===== src/design/linebuf_pkg.sv =====
package linebuf_pkg;

  localparam int WORD_W      = 32;
  localparam int LINE_W      = 128;
  localparam int MEM_ADDR_W  = 26;
  localparam int BYTE_OFS_W  = 4;
  localparam int NUM_ENTRIES = 16;
  localparam int ENTRY_W     = 4;
  localparam int MASK_W      = 4;

  typedef logic [WORD_W-1:0]                word_t;
  typedef logic [LINE_W-1:0]                line_t;
  typedef logic [WORD_W-1:0]                bus_addr_t;
  typedef logic [MEM_ADDR_W-1:0]            mem_addr_t;

  // line number, byte offset stripped
  typedef logic [MEM_ADDR_W-BYTE_OFS_W-1:0] line_tag_t;

  typedef logic [ENTRY_W-1:0]               entry_idx_t;
  typedef logic [MASK_W-1:0]                byte_mask_t;

  // one request on the data bus
  typedef struct packed {
    logic       write;
    bus_addr_t  addr;
    word_t      wdata;
    byte_mask_t rd_mask;
    byte_mask_t wr_mask;
  } membus_req_t;

  // line controller states
  typedef enum logic [2:0] {
    IDLE,
    LOAD,
    LOAD_WAIT,
    UPDATE,
    SETTLE_0,
    SETTLE_1
  } ctrl_state_t;

endpackage


===== src/design/lru_tracker.sv =====
`timescale 1ns/1ps

module lru_tracker (
  input  logic                    clk,
  input  logic                    rst,
  input  logic                    touch_i,
  input  linebuf_pkg::entry_idx_t entry_i,
  output linebuf_pkg::entry_idx_t lru_o
);

  // age 0 is most recent, all ones is the victim
  logic [linebuf_pkg::ENTRY_W-1:0] age      [linebuf_pkg::NUM_ENTRIES];
  logic [linebuf_pkg::ENTRY_W-1:0] age_next [linebuf_pkg::NUM_ENTRIES];
  logic [linebuf_pkg::ENTRY_W-1:0] touched_age;
  linebuf_pkg::entry_idx_t         lru_next;

  always_comb
  begin
    touched_age = age[entry_i];
    lru_next    = lru_o;
    for (int i = 0; i < linebuf_pkg::NUM_ENTRIES; i++)
    begin
      age_next[i] = age[i];
      if (touch_i)
      begin
        if (linebuf_pkg::entry_idx_t'(i) == entry_i)
        begin
          age_next[i] = '0;
        end
        else if (age[i] < touched_age)
        begin
          age_next[i] = age[i] + 1'b1;
        end
      end
      if (age_next[i] == '1)
      begin
        lru_next = linebuf_pkg::entry_idx_t'(i);
      end
    end
  end

  always_ff @(posedge clk)
  begin
    if (rst)
    begin
      for (int i = 0; i < linebuf_pkg::NUM_ENTRIES; i++)
      begin
        age[i] <= linebuf_pkg::entry_idx_t'(i);
      end
      lru_o <= '1;
    end
    else
    begin
      age   <= age_next;
      lru_o <= lru_next;
    end
  end

endmodule


===== src/design/line_store.sv =====
`timescale 1ns/1ps

module line_store (
  input  logic                    clk,
  input  logic                    rst,

  input  linebuf_pkg::line_tag_t  tag_i,
  input  linebuf_pkg::entry_idx_t entry_i,

  input  logic                    fill_i,
  input  linebuf_pkg::line_t      fill_line_i,

  input  logic                    wr_i,
  input  logic                    rd_i,
  input  logic [1:0]              word_sel_i,
  input  linebuf_pkg::word_t      wdata_i,
  input  linebuf_pkg::byte_mask_t wr_mask_i,
  input  linebuf_pkg::byte_mask_t rd_mask_i,

  output logic                    hit_o,
  output linebuf_pkg::entry_idx_t hit_entry_o,
  output logic                    free_valid_o,
  output linebuf_pkg::entry_idx_t free_entry_o,

  output linebuf_pkg::word_t      rdata_o
);

  logic [linebuf_pkg::NUM_ENTRIES-1:0] valid;
  linebuf_pkg::line_tag_t              tags  [linebuf_pkg::NUM_ENTRIES];
  linebuf_pkg::line_t                  lines [linebuf_pkg::NUM_ENTRIES];

  linebuf_pkg::line_t                  cur_line;
  linebuf_pkg::line_t                  merged_line;
  linebuf_pkg::word_t                  cur_word;
  linebuf_pkg::word_t                  masked_word;

  // tag match and first free slot, lowest index wins
  always_comb
  begin
    hit_o        = 1'b0;
    hit_entry_o  = '0;
    free_valid_o = 1'b0;
    free_entry_o = '0;
    for (int i = linebuf_pkg::NUM_ENTRIES - 1; i >= 0; i--)
    begin
      if (valid[i] && (tags[i] == tag_i))
      begin
        hit_o       = 1'b1;
        hit_entry_o = linebuf_pkg::entry_idx_t'(i);
      end
      if (!valid[i])
      begin
        free_valid_o = 1'b1;
        free_entry_o = linebuf_pkg::entry_idx_t'(i);
      end
    end
  end

  assign cur_line = lines[entry_i];
  assign cur_word = cur_line[word_sel_i * linebuf_pkg::WORD_W +: linebuf_pkg::WORD_W];

  always_comb
  begin
    merged_line = cur_line;
    for (int b = 0; b < linebuf_pkg::MASK_W; b++)
    begin
      if (wr_mask_i[b])
      begin
        merged_line[word_sel_i * linebuf_pkg::WORD_W + b * 8 +: 8] = wdata_i[b * 8 +: 8];
      end
      masked_word[b * 8 +: 8] = rd_mask_i[b] ? cur_word[b * 8 +: 8] : 8'h00;
    end
  end

  always_ff @(posedge clk)
  begin
    if (rst)
    begin
      valid <= '0;
    end
    else if (fill_i)
    begin
      valid[entry_i] <= 1'b1;
    end
  end

  always_ff @(posedge clk)
  begin
    if (fill_i)
    begin
      lines[entry_i] <= fill_line_i;
      tags[entry_i]  <= tag_i;
    end
    else if (wr_i)
    begin
      lines[entry_i] <= merged_line;
    end
    // read sees the line as it was before this edge
    if (rd_i)
    begin
      rdata_o <= masked_word;
    end
  end

endmodule


===== src/design/line_ctrl.sv =====
`timescale 1ns/1ps

module line_ctrl (
  input  logic                     clk,
  input  logic                     rst,

  input  logic                     req_i,
  input  linebuf_pkg::membus_req_t cmd_i,
  output logic                     ack_o,

  input  logic                     hit_i,
  input  linebuf_pkg::entry_idx_t  hit_entry_i,
  input  logic                     free_valid_i,
  input  linebuf_pkg::entry_idx_t  free_entry_i,
  input  linebuf_pkg::entry_idx_t  lru_entry_i,

  output linebuf_pkg::line_tag_t   tag_o,
  output linebuf_pkg::entry_idx_t  entry_o,
  output logic                     fill_o,
  output logic                     wr_o,
  output logic                     rd_o,
  output logic [1:0]               word_sel_o,
  output linebuf_pkg::word_t       wdata_o,
  output linebuf_pkg::byte_mask_t  wr_mask_o,
  output linebuf_pkg::byte_mask_t  rd_mask_o,

  output logic                     touch_o,

  output logic                     fill_start_o,
  input  logic                     fill_done_i
);

  linebuf_pkg::ctrl_state_t state;
  linebuf_pkg::membus_req_t cmd_stgd;
  logic                     req_stgd;
  linebuf_pkg::entry_idx_t  entry;

  // request staging, held until served
  always_ff @(posedge clk)
  begin
    if (req_i)
    begin
      cmd_stgd <= cmd_i;
    end
  end

  always_ff @(posedge clk)
  begin
    if (rst)
    begin
      state    <= linebuf_pkg::IDLE;
      req_stgd <= 1'b0;
      touch_o  <= 1'b0;
      ack_o    <= 1'b0;
    end
    else
    begin
      touch_o <= 1'b0;
      ack_o   <= 1'b0;

      case (state)
        linebuf_pkg::IDLE:
        begin
          if (req_stgd)
          begin
            touch_o <= 1'b1;
            if (hit_i)
            begin
              entry <= hit_entry_i;
              state <= linebuf_pkg::UPDATE;
            end
            else
            begin
              // prefer an empty slot over evicting
              entry <= free_valid_i ? free_entry_i : lru_entry_i;
              state <= linebuf_pkg::LOAD;
            end
          end
        end
        linebuf_pkg::LOAD:
        begin
          state <= linebuf_pkg::LOAD_WAIT;
        end
        linebuf_pkg::LOAD_WAIT:
        begin
          if (fill_done_i)
          begin
            state <= linebuf_pkg::UPDATE;
          end
        end
        linebuf_pkg::UPDATE:
        begin
          req_stgd <= 1'b0;
          ack_o    <= 1'b1;
          state    <= linebuf_pkg::SETTLE_0;
        end
        linebuf_pkg::SETTLE_0:
        begin
          state <= linebuf_pkg::SETTLE_1;
        end
        default:
        begin
          state <= linebuf_pkg::IDLE;
        end
      endcase

      // a new request overrides the clear in UPDATE
      if (req_i)
      begin
        req_stgd <= 1'b1;
      end
    end
  end

  assign tag_o        = cmd_stgd.addr[linebuf_pkg::MEM_ADDR_W-1:linebuf_pkg::BYTE_OFS_W];
  assign entry_o      = entry;
  assign fill_start_o = (state == linebuf_pkg::LOAD);
  assign fill_o       = (state == linebuf_pkg::LOAD_WAIT) && fill_done_i;
  assign rd_o         = (state == linebuf_pkg::UPDATE);
  assign wr_o         = rd_o && cmd_stgd.write;
  assign word_sel_o   = cmd_stgd.addr[linebuf_pkg::BYTE_OFS_W-1:2];
  assign wdata_o      = cmd_stgd.wdata;
  assign wr_mask_o    = cmd_stgd.wr_mask;
  assign rd_mask_o    = cmd_stgd.rd_mask;

endmodule


===== src/design/avl_read_master.sv =====
`timescale 1ns/1ps

module avl_read_master (
  input  logic                   clk,
  input  logic                   rst,

  input  logic                   fill_start_i,
  input  linebuf_pkg::line_tag_t fill_tag_i,
  output logic                   fill_done_o,
  output linebuf_pkg::line_t     fill_line_o,

  input  logic                   avl_ready_i,
  output logic                   avl_read_o,
  output linebuf_pkg::mem_addr_t avl_addr_o,
  input  logic                   avl_rdata_valid_i,
  input  linebuf_pkg::line_t     avl_rdata_i
);

  typedef enum logic [1:0] {
    M_IDLE,
    M_REQUEST,
    M_RECEIVE
  } master_state_t;

  master_state_t state;

  always_ff @(posedge clk)
  begin
    if (rst)
    begin
      state       <= M_IDLE;
      avl_read_o  <= 1'b0;
      fill_done_o <= 1'b0;
    end
    else
    begin
      fill_done_o <= 1'b0;
      case (state)
        M_IDLE:
        begin
          if (fill_start_i)
          begin
            avl_read_o <= 1'b1;
            state      <= M_REQUEST;
          end
        end
        M_REQUEST:
        begin
          // held until the memory takes it
          if (avl_ready_i)
          begin
            avl_read_o <= 1'b0;
            state      <= M_RECEIVE;
          end
        end
        M_RECEIVE:
        begin
          if (avl_rdata_valid_i)
          begin
            fill_done_o <= 1'b1;
            state       <= M_IDLE;
          end
        end
        default:
        begin
          state <= M_IDLE;
        end
      endcase
    end
  end

  always_ff @(posedge clk)
  begin
    if ((state == M_IDLE) && fill_start_i)
    begin
      avl_addr_o <= {fill_tag_i, {linebuf_pkg::BYTE_OFS_W{1'b0}}};
    end
    if ((state == M_RECEIVE) && avl_rdata_valid_i)
    begin
      fill_line_o <= avl_rdata_i;
    end
  end

endmodule


===== src/design/linebuf_top.sv =====
`timescale 1ns/1ps

module linebuf_top (
  input  logic                     clk,
  input  logic                     rst,

  input  logic                     req_i,
  input  linebuf_pkg::membus_req_t cmd_i,
  output logic                     ack_o,
  output linebuf_pkg::word_t       rdata_o,

  input  logic                     avl_ready_i,
  output logic                     avl_read_o,
  output linebuf_pkg::mem_addr_t   avl_addr_o,
  input  logic                     avl_rdata_valid_i,
  input  linebuf_pkg::line_t       avl_rdata_i
);

  linebuf_pkg::line_tag_t  tag;
  linebuf_pkg::entry_idx_t entry;
  linebuf_pkg::entry_idx_t hit_entry;
  linebuf_pkg::entry_idx_t free_entry;
  linebuf_pkg::entry_idx_t lru_entry;
  logic                    hit;
  logic                    free_valid;
  logic                    fill;
  logic                    wr;
  logic                    rd;
  logic [1:0]              word_sel;
  linebuf_pkg::word_t      wdata;
  linebuf_pkg::byte_mask_t wr_mask;
  linebuf_pkg::byte_mask_t rd_mask;
  logic                    touch;
  logic                    fill_start;
  logic                    fill_done;
  linebuf_pkg::line_t      fill_line;

  line_ctrl u_ctrl (
    .clk, .rst, .req_i, .cmd_i, .ack_o,
    .hit_i(hit), .hit_entry_i(hit_entry),
    .free_valid_i(free_valid), .free_entry_i(free_entry), .lru_entry_i(lru_entry),
    .tag_o(tag), .entry_o(entry),
    .fill_o(fill), .wr_o(wr), .rd_o(rd),
    .word_sel_o(word_sel), .wdata_o(wdata), .wr_mask_o(wr_mask), .rd_mask_o(rd_mask),
    .touch_o(touch),
    .fill_start_o(fill_start), .fill_done_i(fill_done)
  );

  line_store u_store (
    .clk, .rst,
    .tag_i(tag), .entry_i(entry),
    .fill_i(fill), .fill_line_i(fill_line),
    .wr_i(wr), .rd_i(rd),
    .word_sel_i(word_sel), .wdata_i(wdata), .wr_mask_i(wr_mask), .rd_mask_i(rd_mask),
    .hit_o(hit), .hit_entry_o(hit_entry),
    .free_valid_o(free_valid), .free_entry_o(free_entry),
    .rdata_o
  );

  lru_tracker u_lru (
    .clk, .rst, .touch_i(touch), .entry_i(entry), .lru_o(lru_entry)
  );

  // fills always fetch the staged request's line
  avl_read_master u_master (
    .clk, .rst,
    .fill_start_i(fill_start), .fill_tag_i(tag),
    .fill_done_o(fill_done), .fill_line_o(fill_line),
    .avl_ready_i, .avl_read_o, .avl_addr_o, .avl_rdata_valid_i, .avl_rdata_i
  );

endmodule


===== config.mk =====
export PLATFORM = sky130hd
export DESIGN_NAME = linebuf_top
export DESIGN_NICKNAME = d
export VERILOG_FILES = /design/src/design/linebuf_pkg.sv /design/src/design/lru_tracker.sv /design/src/design/line_store.sv /design/src/design/line_ctrl.sv /design/src/design/avl_read_master.sv /design/src/design/linebuf_top.sv
export SDC_FILE = /design/constraint.sdc
export NUM_CORES = 2
export LEC_CHECK = 0
export BUFFER_PORTS_ARGS = -buffer_cell sky130_fd_sc_hd__buf_4
export CORE_MARGIN = 8
export CORE_UTILIZATION = 45
export CTS_CLUSTER_DIAMETER = 40
export DETAILED_ROUTE_END_ITERATION = 12
export PLACE_DENSITY = 0.66
export SLEW_MARGIN = 0
export SYNTH_ARGS = -nofsm -noshare
export SYNTH_HDL_FRONTEND = slang
export SYNTH_SLANG_ARGS = --single-unit
export TNS_END_PERCENT = 50

===== constraint.sdc =====
create_clock -name clk -period 7.6 [get_ports clk]
set_input_delay 0.38 -clock clk [delete_from_list [all_inputs] [get_ports clk]]
set_output_delay 0.38 -clock clk [all_outputs]
set_load 0.01 [all_outputs]

# Word level (Yosys, flattened, before mapping)
# Memories as Yosys holds them, arrays and structs flattened. A register that Yosys moved wholly into a read port is not among the register bits.
# Cells that the tools add are included.
[word_totals]
ram_bits = 2400
register_bits = 347
output_inout_bits = 60
word_cells = 362
n_memories = 2
inputBits = 206
[classes]
n_lt_le_gt_ge = 19
mux = 165
eq_ne = 58
reduce_logical = 40
n_addsub = 23
bitwise = 6
shift = 9
[mem_list]
columns = ["memory", "depth", "word_bits", "read_ports", "rd_clocked_by_memory_dff", "write_ports", "line", "source"]
rows = [
  ["u_store.lines", 16, 128, 1, 1, 1, "line_store.sv:30", "linebuf_pkg::line_t lines [linebuf_pkg::NUM_ENTRIES];"],
  ["u_store.tags", 16, 22, 16, 0, 1, "line_store.sv:29", "linebuf_pkg::line_tag_t tags [linebuf_pkg::NUM_ENTRIES];"],
]
[ops]
columns = ["op", "n"]
rows = [
  ["two-way mux 128 bit", 5],
  ["bitwise mux 128 bit", 4],
  ["variable shift 8 x 34 -> 128 bit (first input constant)", 4],
  ["variable part select 8 x 34 -> 128 bit", 4],
  ["two-way mux 4 bit", 93],
  ["equality test 22 bit", 16],
  ["variable part select 128 x 8 -> 32 bit", 1],
  ["negation 32 -> 34 bit", 3],
  ["adder 4 x 1 -> 4 bit (second input constant)", 16],
  ["equality test 4 bit (second input constant)", 16],
  ["< comparator 4 bit", 16],
  ["two-way mux 1 bit", 46],
  ["negation 7 -> 34 bit", 1],
  ["equality test 4 bit (first input constant)", 8],
  ["logical AND 1 bit", 21],
  ["two-way mux 3 bit", 6],
  ["adder 7 x 5 -> 8 bit (second input constant)", 2],
  ["binary-select mux 4 bit (select 4 bit)", 1],
  ["equality test 3 x 4 -> 1 bit (first input constant)", 4],
  ["OR 16 bit", 1],
  ["case mux 3 bit (5 select lines)", 1],
  ["nonzero test 15 bit", 1],
  ["nonzero test 14 bit", 1],
  ["two-way mux 2 bit", 6],
  ["31 further kinds", 43],
]

# Logic depth before layout (Yosys ltp)
[depth]
depth_word = 24
mapped_depth = 18
mapped_depth_nobuf = 14

# Modules after synthesis
# From an unflattened synthesis, not the netlist that was laid out.
[unflattened]
hier_cells = 5544
hier_area_um2 = 110315.8
[modules_own_cells]
columns = ["mod", "instances", "cells_each", "area_per_inst_um2", "seq_area_each_um2"]
rows = [
  ["line_store", 1, 4436, 96485.0, 73350.3],
  ["lru_tracker", 1, 764, 6229.7, 1361.3],
  ["avl_read_master", 1, 172, 4718.3, 4584.4],
  ["line_ctrl", 1, 172, 2882.8, 2192.1],
]

# Worst setup path before layout
# OpenSTA, ideal clock, no wires.
[synth_timing]
path_kind = "register to register"
from = "register u_ctrl.state[0]"
to = "memory u_store.lines[13][0] in the netlist's numbering, enable pin"
setup_ns = 0.617
t_arrival_ns = 7.505
required_ns = 6.983
synth_period_minus_slack_ns = 8.122
path_slack_ns = -0.522
path_buffers = 2
path_stages_with_launch = 9
path_cell_list = "dfxtp_1 > nand2_1 > or2_2 > inv_1 > nand2_1 > and2_1 > clkbuf_1 > clkbuf_1 > nor2_1"
[synth_via]
elab_chain_cells = 6
word_cells_on_any_way = 10
classes_between = "eq/ne: 2; mux: 5; bitwise: 1; reduce/logical: 2"
[synth_rtl]
columns = ["item", "line", "source"]
rows = [
  ["start: declaration", "line_ctrl.sv:33", "linebuf_pkg::ctrl_state_t state;"],
  ["start signal: assignment", "line_ctrl.sv:51", "state <= linebuf_pkg::IDLE;"],
  ["start signal: assignment", "line_ctrl.sv:70", "state <= linebuf_pkg::UPDATE;"],
  ["start signal: assignment", "line_ctrl.sv:76", "state <= linebuf_pkg::LOAD;"],
  ["equality test 3 x 2 -> 1 bit", "line_ctrl.sv:119", "assign rd_o = (state == linebuf_pkg::UPDATE);"],
  ["net rd", "linebuf_top.sv:28", "logic rd;"],
  ["logical AND 1 bit", "line_ctrl.sv:120", "assign wr_o = rd_o && cmd_stgd.write;"],
  ["two-way mux 1 bit", "line_store.sv:94", "else if (wr_i)"],
  ["two-way mux 1 bit", "line_store.sv:89", "if (fill_i)"],
  ["two-way mux 1 bit (implied by the code)", "line_store.sv:96", "lines[entry_i] <= merged_line;"],
  ["OR 1 bit (no source line)", "--", ""],
  ["end: declaration", "line_store.sv:30", ""],
]
# The timed path passes the listed nets, and every way through them passes these cells.

# Worst setup path in the final report
[layout_timing]
from = "register u_ctrl.entry[0] (netlist: u_ctrl.entry_o[0])"
to = "register u_lru.lru_o[0]"
[layout_via]
elab_chain_cells = 23
word_cells_on_any_way = 116
classes_between = "order compare: 16; eq/ne: 31; mux: 65; bitwise: 1; reduce/logical: 3"
[layout_rtl]
columns = ["item", "line", "source"]
rows = [
  ["start: declaration", "line_ctrl.sv:36", "linebuf_pkg::entry_idx_t entry;"],
  ["start signal: assignment", "line_ctrl.sv:69", "entry <= hit_entry_i;"],
  ["start signal: assignment", "line_ctrl.sv:75", "entry <= free_valid_i ? free_entry_i : lru_entry_i;"],
  ["NOT 4 -> 5 bit (implied by the code)", "lru_tracker.sv:19", "touched_age = age[entry_i];"],
  ["binary-select mux 4 bit (select 4 bit)", "lru_tracker.sv:19", ""],
  ["two-way mux 4 bit (implied by the code) (2 in a row)", "lru_tracker.sv:19", ""],
  ["< comparator 4 bit", "lru_tracker.sv:30", "else if (age[i] < touched_age)"],
  ["two-way mux 4 bit", "lru_tracker.sv:30", ""],
  ["two-way mux 4 bit", "lru_tracker.sv:26", "if (linebuf_pkg::entry_idx_t'(i) == entry_i)"],
  ["two-way mux 4 bit", "lru_tracker.sv:24", "if (touch_i)"],
  ["equality test 4 bit", "lru_tracker.sv:35", "if (age_next[i] == '1)"],
  ["two-way mux 4 bit (7 in a row)", "lru_tracker.sv:35", ""],
  ["two-way mux 3 bit (4 in a row)", "lru_tracker.sv:35", ""],
  ["two-way mux 2 bit (2 in a row)", "lru_tracker.sv:35", ""],
  ["two-way mux 1 bit", "lru_tracker.sv:35", ""],
  ["end signal: assignment", "lru_tracker.sv:55", "lru_o <= lru_next;"],
  ["end: declaration", "lru_tracker.sv:8", "output linebuf_pkg::entry_idx_t lru_o"],
]
# Several ways; a longest one is shown, not always the timed one. The select of a mux whose other input is x is not followed.
# A chain may end at the register's enable or synchronous reset.

==> results.sh <==
export IMPL_antenna_violating_nets_post_route=0
export IMPL_synth_flop_cell="sky130_fd_sc_hd__edfxtp_1"
export IMPL_yosys_mux_area_fraction_pct=14.1
export IMPL_fp_dieH_um=510
export IMPL_cell_by_cell_trace_of_the_critical_path="mux4_2, mux4_2, inv_1, ha_1, a2111oi_0, and4_1, a311o_1, o21ai_0, a2111oi_2, nor4_1, and3_4, a41oi_1, o31ai_2"
export IMPL_run_status="finished, final reports clean"
export IMPL_grt_antenna_before_repair=17
export IMPL_finalHoldViolCount=0
export IMPL_floorplan_die_area_sq_mm=0.261
export IMPL_finalMaxSlewViolations=0
export IMPL_synth_edff_count=2651
export IMPL_via_per_inst=6.05
export IMPL_worstHoldPathType="input pin to flip-flop"
export IMPL_grt_usage_pct=22.5
export IMPL_avgRoutedWirePerCell_um=30.4
export IMPL_irDropWorstVdd_uv=258
export IMPL_drt_first_pass_iters=6
export IMPL_setup_viol=0
export IMPL_yosysUniqueCellTypes=90
export IMPL_grt_first_pass_wirelength_mm=426
export IMPL_relSlewSlack_pct=12.3
export IMPL_finish_utilization_pct=53.9
export IMPL_finalWorstPathRequiredPeriod_ns=5.61
export IMPL_grt_max_degree=118
export IMPL_crit_slowest_cell="sky130_fd_sc_hd__edfxtp_1"
export IMPL_design_final_nets=6587
export IMPL_htreeDepth=5
export IMPL_area_share_of_and_or_nand_nor_cells_after_synthesis_pct=3.61
export IMPL_share_of_layout_cells_above_drive_strength_1_pct=27.1
export IMPL_worst_ep_arrival_time_ns=6.42
export IMPL_drt_wl_total_mm=298
export IMPL_combinationalPowerShare_pct=5.8
export IMPL_timing_hold_ws_ns=0.145
export IMPL_io_pins=266
export IMPL_cp_top_family="compound AO/OA/AOI/OAI gates"
export IMPL_worst_path_buf_inv=1
export IMPL_placement_io_buffers=253
export IMPL_p_int_mw=27.9
export IMPL_asr_flop_ratio_synth_pct=0
export IMPL_p_switching_mw=7.88
export IMPL_fp_row_count=181
export IMPL_synth_cell_area_sq_mm=0.110
export IMPL_postSynthAreaPerCell_sq_um=19.8
export IMPL_ys_seq_elements=2749
export IMPL_synth_area_in_compound_gates_pct=3.39
export IMPL_yosysWarnings=0
export IMPL_layout_area_overhead_vs_synth_pct=19.2
export IMPL_most_common_layout_cells="sky130_fd_sc_hd__edfxtp_1 (2651), sky130_fd_sc_hd__mux4_2 (667), sky130_fd_sc_hd__buf_4 (430)"
export IMPL_cts_sinks=2749
export IMPL_sequential_cell_fraction_of_total_power_pct=46.7
export IMPL_power_switching_share_pct=22.0
export IMPL_fin_tns_setup_ns=0
export IMPL_synth_yosys_seq_area_share_pct=74.1
export IMPL_critPathCaptureType="flip-flop"
export IMPL_cts_tree="done"
export IMPL_power_per_cell_area_mw_per_mm2=273
export IMPL_clk_insertion_delay_late_ns=0.95
export IMPL_die_w_um=510
export IMPL_cts_max_path_buffers=4
export IMPL_syn_inst=5560
export IMPL_start_util_pct=45.2
export IMPL_layout_cells_most_common="sky130_fd_sc_hd__edfxtp_1"
export IMPL_totalPowerFinal_mw=35.8
export IMPL_gp_congestion=0.840
export IMPL_synthXorXnorAreaFrac_pct=2.91
export IMPL_main_combinational_cell_family_by_area_after_synthesis="multiplexers"
export IMPL_core_area_sq_mm=0.243
export IMPL_clk_transition_reported_paths_ns=0.06
export IMPL_via_count_of_the_first_global_routing_pass=59900
export IMPL_critical_path_most_common_cell="sky130_fd_sc_hd__mux4_2"
export IMPL_globalRoute_totalOverflow=0
export IMPL_routed_via_count=59300
export IMPL_synth_adder_area_share_pct=0.785
export IMPL_cp_start_kind="flip-flop"
export IMPL_timing_worst_setup_path_type="flip-flop to flip-flop"
export IMPL_dr_first_iter_drc_count=7125
export IMPL_critical_path_peak_fanout=18
export IMPL_leakage_nw=42.6
export IMPL_cts_made_buffers=360
export IMPL_maxCapViolCount=0
export IMPL_grt_setup_unrepaired="false"
export IMPL_period_share_pct=73.8
export IMPL_finClkSkew_ns=0.0916
export IMPL_worst_pin_slew_ns=1.31
export IMPL_max_freq_mhz=178
export IMPL_cts_root_buf="sky130_fd_sc_hd__clkbuf_16"
export IMPL_clock_power_share_pct=47.5
export IMPL_slowest_delay_ns=1.03
export IMPL_dpl_hpwl_mm=165
export IMPL_worst_ep_required_time_ns=8.41
export IMPL_drt_drc_violations_left=0
## layout make-up
| class | count | area [sq um] |
|---|---|---|
| diodes | 8 | 20.0 |
| clock buffers | 408 | 9360 |
| clock inverters | 237 | 2750 |
| fillers | 18300 | 112000 |
| inverters | 28 | 106 |
| multi-input cells | 2512 | 27500 |
| flip-flops and latches | 2749 | 81600 |
| well taps | 3202 | 4010 |
| repair buffers | 661 | 5860 |
## power groups by stage
stage	registers [mW]	clock network (mW)	logic, mW
floorplan	16.9	0	1.27
global placement	17.0	0	1.96
detailed placement	17.0	0	1.98
CTS	16.7	17.2	2.07
global route	16.7	17.8	2.19
finish	16.7	17.0	2.07
## Yosys cell counts, types with 47 or more instances
cell,number,share of area [%]
sky130_fd_sc_hd__buf_1,73,0.25
sky130_fd_sc_hd__nor4_1,57,0.32
sky130_fd_sc_hd__nor2_1,147,0.50
sky130_fd_sc_hd__nand2_1,256,0.87
sky130_fd_sc_hd__ha_1,69,0.78
sky130_fd_sc_hd__a22oi_1,133,0.91
sky130_fd_sc_hd__a21oi_1,62,0.28
sky130_fd_sc_hd__xnor2_1,219,1.7
sky130_fd_sc_hd__nand4_1,74,0.42
sky130_fd_sc_hd__o21ai_0,196,0.89
sky130_fd_sc_hd__dfxtp_1,98,1.8
sky130_fd_sc_hd__xor2_1,147,1.2
sky130_fd_sc_hd__edfxtp_1,2651,72
sky130_fd_sc_hd__mux4_2,667,14
sky130_fd_sc_hd__clkbuf_1,180,0.61
sky130_fd_sc_hd__and2_1,47,0.27
sky130_fd_sc_hd__nand3_1,60,0.27
## flip-flops by register name (all words and copies together) (netlist names), 3 cells and up, named ones only
| signal | flops |
|---|---|
| u_ctrl.state | 3 |
| u_master.avl_addr_o | 22 |
| u_store.valid | 16 |
| u_ctrl.wr_mask_o | 4 |
| u_master.fill_line_o | 128 |
| u_store.tags | 352 |
| u_lru.age | 64 |
| u_ctrl.entry_o | 4 |
| u_store.lines | 2048 |
| u_ctrl.rd_mask_o | 4 |
| u_ctrl.wdata_o | 32 |
| u_store.rdata_o | 32 |
| u_lru.lru_o | 4 |
| u_ctrl.tag_o | 22 |
## metrics by stage
stage | setup slack, ns | cell area [sq um] | instances
after floorplan | -0.522 | 110000 | 5563
after global placement | 2.13 | 117000 | 8953
after detailed placement | 1.96 | 117000 | 8953
after CTS | 1.97 | 131000 | 9796
after global routing | 1.76 | 131000 | 9802
final | 1.99 | 131000 | 9805
## what timing repair did
item | CTS | global route
gates resized for setup | 0 | 0
hold endpoints to repair | 235 | 0
setup buffers | 0 | 0
hold buffers | 198 | 0
## worst paths after layout
| path | from | end | slack [ns] | cells past startpoint |
|---|---|---|---|---|
| worst max register to register | u_ctrl.entry_o[0]$_DFFE_PP_ | u_lru.lru_o[0]$_SDFFE_PP1P_ | 1.99 | 13 |
| worst min register to register | u_ctrl.tag_o[16]$_DFFE_PP_ | u_master.avl_addr_o[20]$_DFFE_PP_ | 0.48 | 0 |
| worst min-delay path | cmd_i[35] | u_ctrl.wdata_o[27]$_DFFE_PP_ | 0.15 | 2 |
| worst max-delay path | u_ctrl.entry_o[0]$_DFFE_PP_ | u_lru.lru_o[0]$_SDFFE_PP1P_ | 1.99 | 13 |
## logic make-up (layout without fill, tap and decap cells)
| logic type | Yosys count | in the layout |
|---|---|---|
| AOI/OAI and AO/OA | 565 | 565 |
| xor gates and xnor gates | 366 | 366 |
| adders and majority gates | 69 | 69 |
| buffers and inverters | 302 | 1334 |
| DFF | 2749 | 2749 |
| muxes | 713 | 713 |
| other | 1 | 12 |
| and+or+nand+nor | 795 | 795 |
## routing by layer
metal / up-vias / share of wire, % / track usage [%]
met1: 31200 / 39 / 30.2
met5: - / 0.0027 / 0
met4: 2 / 4.0 / 8.26
li1: 24500 / - / -
met2: 3001 / 49 / 36.9
met3: 586 / 8.5 / 4.22
(Power assumes the default switching activity.)
